<file path="src/design/io_pkg.sv">
//////////////////////////////////////////////////
// IO subsystem package
// Pad map, pad variants, register map and bus types
//////////////////////////////////////////////////
package io_pkg;

  localparam int NUM_PADS = 10;  // 0-7 muxed, 8 USB_P, 9 USB_N
  localparam int DATA_W   = 16;
  localparam int ADDR_W   = 3;

  typedef logic [NUM_PADS-1:0] pad_vec_t;

  typedef enum logic [1:0] {
    VAR_BIDIR    = 2'd0,
    VAR_INPUT    = 2'd1,
    VAR_TOLERANT = 2'd2,
    VAR_OPEN_DR  = 2'd3
  } pad_variant_e;

  // Pad types, entry 0 is pad 0
  localparam pad_variant_e PAD_VARIANT [NUM_PADS] = '{
    VAR_BIDIR,     // Pad 0
    VAR_BIDIR,     // Pad 1
    VAR_BIDIR,     // Pad 2
    VAR_BIDIR,     // Pad 3, strap 0
    VAR_BIDIR,     // Pad 4, strap 1
    VAR_INPUT,     // Pad 5
    VAR_OPEN_DR,   // Pad 6
    VAR_OPEN_DR,   // Pad 7
    VAR_TOLERANT,  // USB_P
    VAR_TOLERANT   // USB_N
  };

  localparam int USB_P_IDX   = 8;
  localparam int USB_N_IDX   = 9;
  localparam int STRAP0_IDX  = 3;
  localparam int STRAP1_IDX  = 4;
  localparam int STRAP_DELAY = 4;  // Cycles after reset release
  localparam int STRAP_CNT_W = $clog2(STRAP_DELAY + 1);

  //////////////////////////////////////////////////
  // Register map
  //////////////////////////////////////////////////

  localparam logic [ADDR_W-1:0] ADDR_OUT   = ADDR_W'(0);
  localparam logic [ADDR_W-1:0] ADDR_OE    = ADDR_W'(1);
  localparam logic [ADDR_W-1:0] ADDR_INV   = ADDR_W'(2);
  localparam logic [ADDR_W-1:0] ADDR_IN    = ADDR_W'(3);  // Read-only
  localparam logic [ADDR_W-1:0] ADDR_STRAP = ADDR_W'(4);  // Written by sampler only
  localparam logic [ADDR_W-1:0] ADDR_USB   = ADDR_W'(5);

  localparam int IN_USB_BIT = NUM_PADS;  // Diff input above the pads

  // USB control bits
  localparam int USB_CTRL_W = 5;
  localparam int USB_RX_EN  = 0;
  localparam int USB_DP_OUT = 1;
  localparam int USB_DP_OE  = 2;
  localparam int USB_DN_OUT = 3;
  localparam int USB_DN_OE  = 4;

  typedef enum logic {
    SRC_HOST  = 1'b0,
    SRC_STRAP = 1'b1
  } reg_src_e;

  typedef struct packed {
    logic              strobe;
    logic              write;
    reg_src_e          src;
    logic [ADDR_W-1:0] addr;
    logic [DATA_W-1:0] wdata;
  } reg_req_t;

  typedef struct packed {
    logic              valid;
    logic [DATA_W-1:0] rdata;
  } reg_rsp_t;

  typedef struct packed {
    pad_vec_t out;
    pad_vec_t oe;
    pad_vec_t inv;
  } pad_ctrl_t;

endpackage

</file>
<file path="src/design/io_reg_arbiter.sv">
//////////////////////////////////////////////////
// Register port arbiter
// Fixed priority to the host, sampler gets one grant
//////////////////////////////////////////////////
module io_reg_arbiter
  import io_pkg::*;
(
  input  logic     clk_i,
  input  logic     rst_n_i,
  input  reg_req_t host_req_i,
  input  reg_req_t strap_req_i,
  output logic     strap_grant_o,
  output reg_req_t req_o
);

  logic strap_done_q;  // Sampler already served

  // Sampler only fills cycles without a host strobe
  assign strap_grant_o = strap_req_i.strobe &
                         ~host_req_i.strobe &
                         ~strap_done_q;

  // Same-cycle forward, no buffering
  assign req_o = strap_grant_o ? strap_req_i : host_req_i;

  always_ff @(posedge clk_i or negedge rst_n_i) begin
    if (!rst_n_i) begin
      strap_done_q <= 1'b0;
    end else if (strap_grant_o) begin
      strap_done_q <= 1'b1;  // Held until next reset
    end
  end

endmodule

</file>
<file path="src/design/io_reg_file.sv">
//////////////////////////////////////////////////
// Pad control register file
// OUT/OE/INV/STRAP/USB registers and read response
//////////////////////////////////////////////////
module io_reg_file
  import io_pkg::*;
(
  input  logic                  clk_i,
  input  logic                  rst_n_i,
  input  reg_req_t              req_i,
  output reg_rsp_t              rsp_o,
  input  pad_vec_t              pad_in_sync_i,
  input  logic                  usb_diff_in_i,
  output pad_ctrl_t             ctrl_o,
  output logic [USB_CTRL_W-1:0] usb_ctrl_o
);

  pad_vec_t              out_q;
  pad_vec_t              oe_q;
  pad_vec_t              inv_q;
  logic [1:0]            strap_q;
  logic [USB_CTRL_W-1:0] usb_q;

  logic              host_we;
  logic              strap_we;
  logic              rd_en;
  logic [DATA_W-1:0] rdata_d;
  logic              rsp_valid_q;
  logic [DATA_W-1:0] rsp_rdata_q;

  //////////////////////////////////////////////////
  // Write decode
  //////////////////////////////////////////////////

  // Access rights follow the request source
  assign host_we  = req_i.strobe & req_i.write & (req_i.src == SRC_HOST);
  assign strap_we = req_i.strobe & req_i.write & (req_i.src == SRC_STRAP);
  assign rd_en    = req_i.strobe & ~req_i.write;

  always_ff @(posedge clk_i or negedge rst_n_i) begin
    if (!rst_n_i) begin
      out_q <= '0;
      oe_q  <= '0;
      inv_q <= '0;
      usb_q <= '0;
    end else if (host_we) begin
      case (req_i.addr)
        ADDR_OUT: out_q <= req_i.wdata[NUM_PADS-1:0];
        ADDR_OE:  oe_q  <= req_i.wdata[NUM_PADS-1:0];
        ADDR_INV: inv_q <= req_i.wdata[NUM_PADS-1:0];
        ADDR_USB: usb_q <= req_i.wdata[USB_CTRL_W-1:0];
        default:  ;  // IN and STRAP are read-only to the host
      endcase
    end
  end

  always_ff @(posedge clk_i or negedge rst_n_i) begin
    if (!rst_n_i) begin
      strap_q <= '0;
    end else if (strap_we && req_i.addr == ADDR_STRAP) begin
      strap_q <= req_i.wdata[1:0];  // Sampler may touch STRAP only
    end
  end

  //////////////////////////////////////////////////
  // Read path
  //////////////////////////////////////////////////

  always_comb begin
    case (req_i.addr)
      ADDR_OUT:   rdata_d = DATA_W'(out_q);
      ADDR_OE:    rdata_d = DATA_W'(oe_q);
      ADDR_INV:   rdata_d = DATA_W'(inv_q);
      ADDR_IN:    rdata_d = DATA_W'({usb_diff_in_i, pad_in_sync_i});
      ADDR_STRAP: rdata_d = DATA_W'(strap_q);
      ADDR_USB:   rdata_d = DATA_W'(usb_q);
      default:    rdata_d = '0;  // Unmapped
    endcase
  end

  // Response one cycle after the read strobe
  always_ff @(posedge clk_i or negedge rst_n_i) begin
    if (!rst_n_i) begin
      rsp_valid_q <= 1'b0;
    end else begin
      rsp_valid_q <= rd_en;
    end
  end

  always_ff @(posedge clk_i) begin
    if (rd_en) begin
      rsp_rdata_q <= rdata_d;
    end
  end

  assign rsp_o.valid = rsp_valid_q;
  assign rsp_o.rdata = rsp_rdata_q;

  assign ctrl_o.out  = out_q;
  assign ctrl_o.oe   = oe_q;
  assign ctrl_o.inv  = inv_q;
  assign usb_ctrl_o  = usb_q;

endmodule

</file>
<file path="src/design/pad_bank.sv">
//////////////////////////////////////////////////
// Pad bank
// Variant rules on outputs, input synchronizers
//////////////////////////////////////////////////
module pad_bank
  import io_pkg::*;
(
  input  logic      clk_i,
  input  logic      rst_n_i,
  input  pad_ctrl_t ctrl_i,
  input  pad_vec_t  pad_in_i,
  output pad_vec_t  pad_out_o,
  output pad_vec_t  pad_oe_o,
  output pad_vec_t  pad_in_sync_o
);

  pad_vec_t out_val;
  pad_vec_t sync_q1;
  pad_vec_t sync_q2;

  //////////////////////////////////////////////////
  // Output side
  //////////////////////////////////////////////////

  assign out_val = ctrl_i.out ^ ctrl_i.inv;  // Invert applies before the pad

  for (genvar i = 0; i < NUM_PADS; i++) begin : gen_pad
    if (PAD_VARIANT[i] == VAR_INPUT) begin : gen_input
      // Receiver only, never drives
      assign pad_out_o[i] = 1'b0;
      assign pad_oe_o[i]  = 1'b0;
    end else if (PAD_VARIANT[i] == VAR_OPEN_DR) begin : gen_open_drain
      // Pulls low only, a 1 is left to the external pull-up
      assign pad_out_o[i] = 1'b0;
      assign pad_oe_o[i]  = ctrl_i.oe[i] & ~out_val[i];
    end else begin : gen_bidir
      // Bidirectional and tolerant pads behave the same here
      assign pad_out_o[i] = out_val[i];
      assign pad_oe_o[i]  = ctrl_i.oe[i];
    end
  end

  //////////////////////////////////////////////////
  // Input side
  //////////////////////////////////////////////////

  always_ff @(posedge clk_i or negedge rst_n_i) begin
    if (!rst_n_i) begin
      sync_q1 <= '0;
      sync_q2 <= '0;
    end else begin
      sync_q1 <= pad_in_i;  // First stage, may go metastable
      sync_q2 <= sync_q1;
    end
  end

  // Same invert as the output path
  assign pad_in_sync_o = sync_q2 ^ ctrl_i.inv;

endmodule

</file>
<file path="src/design/usb_overlay.sv">
//////////////////////////////////////////////////
// USB overlay
// Differential receive and pull-up enables
//////////////////////////////////////////////////
module usb_overlay
  import io_pkg::*;
(
  input  logic [USB_CTRL_W-1:0] usb_ctrl_i,
  input  logic                  usb_p_i,
  input  logic                  usb_n_i,
  output logic                  usb_diff_in_o,
  output logic                  usb_pullup_p_o,
  output logic                  usb_pullup_n_o
);

  logic rx_en;
  logic diff_j;

  assign rx_en  = usb_ctrl_i[USB_RX_EN];
  assign diff_j = usb_p_i & ~usb_n_i;  // J state on the line

  // Receiver output held low while disabled
  assign usb_diff_in_o = rx_en & diff_j;

  // A pull-up is on only with both its value and enable set
  assign usb_pullup_p_o = usb_ctrl_i[USB_DP_OUT] & usb_ctrl_i[USB_DP_OE];
  assign usb_pullup_n_o = usb_ctrl_i[USB_DN_OUT] & usb_ctrl_i[USB_DN_OE];

endmodule

</file>
<file path="src/design/strap_sampler.sv">
//////////////////////////////////////////////////
// Strap sampler
// Captures the strap pads once after reset
//////////////////////////////////////////////////
module strap_sampler
  import io_pkg::*;
(
  input  logic     clk_i,
  input  logic     rst_n_i,
  input  pad_vec_t pad_in_sync_i,
  input  logic     grant_i,
  output reg_req_t req_o
);

  typedef enum logic [1:0] {
    ST_WAIT,
    ST_REQ,
    ST_DONE
  } state_e;

  state_e                 state_q;
  logic [STRAP_CNT_W-1:0] cnt_q;
  logic [1:0]             strap_q;
  logic                   sample;

  assign sample = (state_q == ST_WAIT) && (cnt_q == STRAP_CNT_W'(STRAP_DELAY - 1));

  always_ff @(posedge clk_i or negedge rst_n_i) begin
    if (!rst_n_i) begin
      state_q <= ST_WAIT;
      cnt_q   <= '0;
    end else begin
      case (state_q)
        ST_WAIT: begin
          cnt_q <= cnt_q + 1'b1;
          if (sample) begin
            state_q <= ST_REQ;
          end
        end
        ST_REQ:  if (grant_i) state_q <= ST_DONE;  // Hold strobe until granted
        default: ;  // Idle until next reset
      endcase
    end
  end

  always_ff @(posedge clk_i) begin
    if (sample) begin
      strap_q <= {pad_in_sync_i[STRAP1_IDX], pad_in_sync_i[STRAP0_IDX]};
    end
  end

  assign req_o.strobe = (state_q == ST_REQ);
  assign req_o.write  = 1'b1;
  assign req_o.src    = SRC_STRAP;
  assign req_o.addr   = ADDR_STRAP;
  assign req_o.wdata  = DATA_W'(strap_q);

endmodule

</file>
<file path="src/design/io_top.sv">
//////////////////////////////////////////////////
// IO subsystem top
// Host and strap peers, register file, pads, USB
//////////////////////////////////////////////////
module io_top
  import io_pkg::*;
(
  input  logic     clk_i,
  input  logic     rst_n_i,
  input  reg_req_t host_req_i,
  output reg_rsp_t host_rsp_o,
  input  pad_vec_t pad_in_i,
  output pad_vec_t pad_out_o,
  output pad_vec_t pad_oe_o,
  output logic     usb_pullup_p_o,
  output logic     usb_pullup_n_o
);

  reg_req_t              strap_req;
  logic                  strap_grant;
  reg_req_t              reg_req;
  pad_ctrl_t             pad_ctrl;
  pad_vec_t              pad_in_sync;
  logic [USB_CTRL_W-1:0] usb_ctrl;
  logic                  usb_diff_in;

  //////////////////////////////////////////////////
  // Register access
  //////////////////////////////////////////////////

  strap_sampler u_strap_sampler (
    .clk_i         ( clk_i       ),
    .rst_n_i       ( rst_n_i     ),
    .pad_in_sync_i ( pad_in_sync ),
    .grant_i       ( strap_grant ),
    .req_o         ( strap_req   )
  );

  io_reg_arbiter u_io_reg_arbiter (
    .clk_i         ( clk_i       ),
    .rst_n_i       ( rst_n_i     ),
    .host_req_i    ( host_req_i  ),
    .strap_req_i   ( strap_req   ),
    .strap_grant_o ( strap_grant ),
    .req_o         ( reg_req     )
  );

  io_reg_file u_io_reg_file (
    .clk_i         ( clk_i       ),
    .rst_n_i       ( rst_n_i     ),
    .req_i         ( reg_req     ),
    .rsp_o         ( host_rsp_o  ),
    .pad_in_sync_i ( pad_in_sync ),
    .usb_diff_in_i ( usb_diff_in ),
    .ctrl_o        ( pad_ctrl    ),
    .usb_ctrl_o    ( usb_ctrl    )
  );

  //////////////////////////////////////////////////
  // Pads and USB
  //////////////////////////////////////////////////

  pad_bank u_pad_bank (
    .clk_i         ( clk_i       ),
    .rst_n_i       ( rst_n_i     ),
    .ctrl_i        ( pad_ctrl    ),
    .pad_in_i      ( pad_in_i    ),
    .pad_out_o     ( pad_out_o   ),
    .pad_oe_o      ( pad_oe_o    ),
    .pad_in_sync_o ( pad_in_sync )
  );

  usb_overlay u_usb_overlay (
    .usb_ctrl_i     ( usb_ctrl               ),
    .usb_p_i        ( pad_in_sync[USB_P_IDX] ),  // Synced line states
    .usb_n_i        ( pad_in_sync[USB_N_IDX] ),
    .usb_diff_in_o  ( usb_diff_in            ),
    .usb_pullup_p_o ( usb_pullup_p_o         ),
    .usb_pullup_n_o ( usb_pullup_n_o         )
  );

endmodule

</file>
<file path="config.mk">
export PLATFORM = sky130hd
export DESIGN_NAME = io_top
export DESIGN_NICKNAME = d
export VERILOG_FILES = /design/src/design/io_pkg.sv /design/src/design/io_reg_arbiter.sv /design/src/design/io_reg_file.sv /design/src/design/pad_bank.sv /design/src/design/usb_overlay.sv /design/src/design/strap_sampler.sv /design/src/design/io_top.sv
export SDC_FILE = /design/constraint.sdc
export NUM_CORES = 1
export LEC_CHECK = 0
export ABC_AREA = 1
export BUFFER_PORTS_ARGS = -buffer_cell sky130_fd_sc_hd__buf_2
export CORE_MARGIN = 4
export CORE_UTILIZATION = 44
export CTS_CLUSTER_SIZE = 10
export DETAILED_ROUTE_END_ITERATION = 10
export PLACE_DENSITY = 0.71
export SLEW_MARGIN = 20
export SYNTH_ARGS = -nofsm -noshare
export SYNTH_HDL_FRONTEND = slang
export SYNTH_HIERARCHICAL = 1
export SYNTH_SLANG_ARGS = --single-unit
export TNS_END_PERCENT = 10
</file>
<file path="constraint.sdc">
create_clock -name clk_i -period 2.7 [get_ports clk_i]
set_clock_uncertainty 0.2 [all_clocks]
set_input_delay 0.54 -clock clk_i [delete_from_list [all_inputs] [get_ports clk_i]]
set_output_delay 0.54 -clock clk_i [all_outputs]
set_load 0.03 [all_outputs]
</file>
==> summary.txt, run 1 <==
Outcome - complete, no violations
Setup violators final - 0
CP Launch Type - flop
Vias after detailed routing - 2,964
HPWL after detailed placement - 6130 um
Mean Syn Cell Area - 8.72 um^2
Remaining global-route overflow - 0
Post-DR wirelength/cell - 13.9 um
CP Data Required Time - 2.72 ns
Root Buffer - clkbuf_8
Layout cells sized above 1 - 0.207
Setup slack, reg-to-reg - 0.30 ns
Final hold violation count - 0
Peak VDD IR - 463 uV
Core Util, Final - 0.517
Achievable Freq - 417 MHz
FP Rows - 33
Leakage power figure - 2.29 nW
R2r worst-path depth - 11
Mapped Area - 3770 um^2
Die Y - 101 um
ANT cells - 0
Filler Cell Count - 769
Worst flop-to-flop path startpoint - u_strap_sampler/state_q[0]
CTS clk-pin slew, worst paths - 0.09 ns
DRT Wirelength - 8320 um
Worst Setup End Kind - flop
Critical Path AT - 2.42 ns
Final period util - 0.888
RSZ-0062 raised after global routing - no
Area after DPL - 4070 um^2
IO Pins - 73
Die width - 101 um
Worst Setup SP - u_strap_sampler/state_q[0]
Antenna viol nets, final - 0
Cell area after layout - 4290 um^2
Crit Path Class - reg -> reg
CTS tree - yes
Largest net degree at the start of global routing - 25
Initial antenna violation count - 0
Post-CTS Setup Repair Bufs - 0
Initial detailed-routing violation count - 156
Final Max Slew Viols - 0
Tmin final - 2.40 ns
Mapped Cells - 433
Pre-antenna DRT Iters - 5
I/O Buffers - 57
Setup tns final - 0 ns
H-tree depth - 3
Global-route wire length before repair - 13,800 um
Max clock buf depth - 2
Number of global-route vias before repair - 2,894
Clk_lat worst skew - 0.34 ns
Crit path to - u_io_reg_file/out_q[9]
RR Endpoint - u_io_reg_file/out_q[9]
Max-cap check violation count - 0
CTS Buf Count - 9
NumNets Final - 523
Synth warn - 6
Starting density of the core - 0.455
Worst hold path class - in -> reg
Drt via density - 4.96
Routability cong. - 0.886
Core box area - 8300 um^2
Drt drc - 0
Area delta synth->final - 13.7%
Full die area - 10,100 um^2
Crit path max fanout - 12
PwrDens - 671 nW/um^2
Global Route Usage Sum - 0.175
# clock sinks - 77
[registers in the layout, indices dropped and copies added, names as in the netlist, 3 cells and up]
name / flops
u_pad_bank/sync_q1: 10
u_io_reg_file/usb_ctrl_o: 5
u_io_reg_file/oe_q: 10
u_io_reg_file/out_q: 10
u_strap_sampler/cnt_q: 3
u_io_reg_file/inv_q: 10
u_io_reg_file/rsp_rdata_q: 11
u_pad_bank/sync_q2: 10
[critical path, stage by stage, from the launching register on]
cell	delay (ns)
dfrtp_1	0.46
inv_1	0.06
nor2_1	0.16
nand3_2	0.16
nand2_1	0.10
nand2_1	0.25
nor2_1	0.23
buf_4	0.20
nand3_1	0.11
buf_4	0.21
nand2_1	0.06
o21ai_0	0.08
[routing by layer]
| layer | GRT usage | vias to the layer above | routed length [um] |
|---|---|---|---|
| met3 | 0.0436 | 10 | 531 |
| li1 | - | 1473 | - |
| met5 | 0 | - | 0 |
| met1 | 0.235 | 1387 | 3600 |
| met4 | 0.0622 | 0 | 121 |
| met2 | 0.277 | 94 | 4060 |
[placed cells by master, fill, tap and decap left out, types with 10 or more instances in the layout]
cell type	count
o21ai_1	10
nand3_1	23
nand4_1	36
o21ai_0	30
inv_1	36
nor2_1	20
edfxtp_1	13
buf_4	19
xor2_1	17
conb_1	22
clkbuf_8	10
buf_2	57
dfrtp_1	64
nand2_1	112
[power by group]
part	switching [mW]	leakage, nW	internal (mW)
Combinational	0.417	1.27	0.190
Sequential	0.112	0.913	1.32
Clock	0.425	0.0981	0.419
[through the flow]
step                      total power, mW  worst slack [ns]  hold slack, ns  cells
after floorplan                      1.89             0.535          0.0444    451
after global placement               2.04             0.298           0.131    580
after detailed placement             2.06             0.212           0.135    580
after CTS                            2.90             0.200          0.0798    597
after global routing                 3.05           0.00805          0.0662    597
final                                2.88             0.301          0.0923    597
[what timing repair did]
item                                    CTS  global route
hold endpoints to repair                 19             0
resized for setup                         0             3
endpoints found under the setup margin    0            11
hold buffers                              1             0
[final cells by class]
| class | count | area [um^2] | share of cell area |
|---|---|---|---|
| Clock inverter | 4 | 30.0 | 0.00700 |
| Tap cell | 105 | 131 | 0.0306 |
| Timing Repair Buffer | 77 | 438 | 0.102 |
| Sequential cell | 77 | 1990 | 0.464 |
| Multi-Input combinational cell | 283 | 1390 | 0.323 |
| Inverter | 39 | 146 | 0.0341 |
| Clock buffer | 12 | 166 | 0.0388 |
[how the worst min path moves through the flow]
stage / startpoint / to / slack [ns] / cells past startpoint
after global routing: pad_in_i[7] / u_pad_bank/sync_q1[7] / 0.07 / 1
after floorplan: rst_n_i / u_io_reg_arbiter/strap_done_q / 0.04 / 0
after global placement: u_pad_bank/sync_q1[9] / u_pad_bank/sync_q2[9] / 0.13 / 0
final: pad_in_i[7] / u_pad_bank/sync_q1[7] / 0.09 / 1
after detailed placement: u_pad_bank/sync_q1[3] / u_pad_bank/sync_q2[3] / 0.13 / 0
after CTS: pad_in_i[7] / u_pad_bank/sync_q1[7] / 0.08 / 1
Note: power is estimated with default switching activity, not from simulation.
==> inputs of run 2 (changes only) <==
Settings changed: CORE_UTILIZATION 44 to 33, CTS_CLUSTER_SIZE 10 to 30, PLACE_DENSITY 0.71 to 0.57.
Clock period 2.7 ns to 2.6 ns, I/O delays scaled along.
==> summary.txt, run 2 (same netlist as run 1, synthesis figures left out) <==
Worst hold path class - in -> reg
Initial antenna violation count - 0 (unchanged)
Remaining global-route overflow - 0 (unchanged)
Largest net degree at the start of global routing - 31 (+24%)
Relative slew slack - 0.589
Number of flip-flops in the largest register - 11 (unchanged)
Leading cell type in the layout, fill and taps excluded - nand2_1
Full die area - 13,200 um^2 (+31%)
Worst-margin pin slew - 0.616 ns
Global-route wire length before repair - 14,200 um (+3.4%)
Vias after detailed routing - 2,933 (-1.0%)
CP Launch Type - flop
Number of global-route vias before repair - 2,861 (-1.1%)
DRT Wirelength - 8680 um (+4.4%)
Most frequent cells in the layout - nand2_1 (112), dfrtp_1 (64), buf_2 (57), nand4_1 (36), inv_1 (36)
Routability cong. - 0.813 (-8.2%)
Multi-input logic area - 1380 um^2 (-0.36%)
Starting density of the core - 0.342 (-0.113)
H-tree depth - 3 (unchanged)
Antenna viol nets, final - 0 (unchanged)
# clock sinks - 77 (unchanged)
Crit path max fanout - 20 (+8)
PwrDens - 734 nW/um^2 (+9.4%)
Setup violators final - 0 (unchanged)
CP Data Required Time - 2.61 ns (-0.11 ns)
Register Area - 1990 um^2 (unchanged)
Final period util - 0.918 (+0.0297)
Root Buffer - clkbuf_16
NumNets Final - 522 (-0.19%)
CTS Buf Count - 9 (unchanged)
HPWL after detailed placement - 6400 um (+4.5%)
CTS clk-pin slew, worst paths - 0.06 ns (-0.03 ns)
Die width - 115 um (+14%)
Pre-antenna DRT Iters - 5 (unchanged)
Drt via density - 4.65 (-6.4%)
ANT cells - 0 (unchanged)
WHS - 0.0858 ns (-0.00647 ns)
Crit Path Class - reg -> reg
Peak VDD IR - 275 uV (-41%)
Critical Path AT - 2.39 ns (-0.03 ns)
Achievable Freq - 419 MHz (+0.49%)
CTS tree - yes
Layout cells sized above 1 - 0.206 (-0.00161)
Worst Setup End Kind - flop
Max-cap check violation count - 0 (unchanged)
Core Util, Final - 0.401 (-0.116)
FP Rows - 38 (+15%)
Outcome - complete, no violations
Die Y - 115 um (+14%)
Clk_lat worst skew - 0.33 ns (about the same)
Global Route Usage Sum - 0.141 (-0.0340)
RSZ-0062 raised after global routing - no
Final Max Slew Viols - 0 (unchanged)
Setup tns final - 0 ns (unchanged)
Area delta synth->final - 17.1%
I/O Buffers - 57 (unchanged)
Tmin final - 2.39 ns (-0.0117 ns)
Final hold violation count - 0 (unchanged)
Leakage power figure - 2.31 nW (+1.2%)
IO Pins - 73 (unchanged)
Top reg by flops - u_io_reg_file/rsp_rdata_q
Filler Cell Count - 1,123 (+46%)
Drt drc - 0 (unchanged)
Core box area - 11,000 um^2 (+33%)
Initial detailed-routing violation count - 125 (-20%)
Post-DR wirelength/cell - 13.8 um (-1.2%)
Max clock buf depth - 2 (unchanged)
Post-CTS Setup Repair Bufs - 0 (unchanged)
-- run 2: cell types whose count changed in the layout (fill, tap and decap cells not counted), moves of 2 or more --
cell       previous run  this run
clkbuf_8             10         0
clkbuf_16             1         9
buf_4                19        16
buf_12                0         2
clkinv_2              1         3
-- run 2: where the power goes --
group / switching, mW / internal [mW]
Sequential: 0.115 / 1.37
Clock: 0.483 / 0.643
Combinational: 0.434 / 0.199
Total: 1.03 / 2.21
-- run 2: final cells by class --
cell class,instances,area share
inverters,39,0.0331
repair buffers,76,0.103
clock buffers,10,0.0518
clock inverters,6,0.00906
flip-flops and latches,77,0.451
well taps,140,0.0396
multi-input cells,283,0.313
-- run 2: worst paths after layout --
path                                            start                       end  slack, ns  cells after the start
min in group asynchronous                     rst_n_i  u_strap_sampler/cnt_q[1]       0.53                      2
max                        u_strap_sampler/state_q[1]    u_io_reg_file/inv_q[0]       0.21                      9
max in group asynchronous                     rst_n_i    u_io_reg_file/inv_q[1]       1.06                      3
min reg2reg                     u_pad_bank/sync_q1[6]     u_pad_bank/sync_q2[6]       0.15                      0
min                                       pad_in_i[3]     u_pad_bank/sync_q1[3]       0.09                      1
max reg2reg                u_strap_sampler/state_q[1]    u_io_reg_file/inv_q[0]       0.21                      9
-- run 2: critical path, stage by stage (launching register included) --
cell	delay, ns
dfrtp_1	0.43
nor2_1	0.20
nand3_2	0.16
nand2_1	0.09
nand2_1	0.12
buf_12	0.18
nor3_4	0.31
nand2_2	0.32
nand2_1	0.15
o21ai_1	0.08
-- run 2: per-layer routing --
| metal | GRT usage | vias to the layer above | part of all wire |
|---|---|---|---|
| li1 | - | 1469 | - |
| met1 | 0.186 | 1357 | 0.46 |
| met2 | 0.216 | 93 | 0.45 |
| met3 | 0.0379 | 14 | 0.071 |
| met4 | 0.0689 | 0 | 0.021 |
| met5 | 0 | - | 0 |
-- run 2: metrics by stage --
stage	power (mW)	instance area (um^2)	cells	setup slack (ns)
after floorplan	1.97	3840	451	0.435
after global placement	2.13	4130	614	0.204
after detailed placement	2.14	4130	614	0.131
after CTS	3.29	4410	631	0.156
after global routing	3.43	4420	631	0.00765
final	3.25	4420	631	0.213
-- run 2: what timing repair did --
action | 4_1_cts | 5_1_grt
setup endpoints to repair | 0 | 5
gates resized for setup | 0 | 2
endpoints found under the hold margin | 4 | 0
hold buffers | 1 | 0
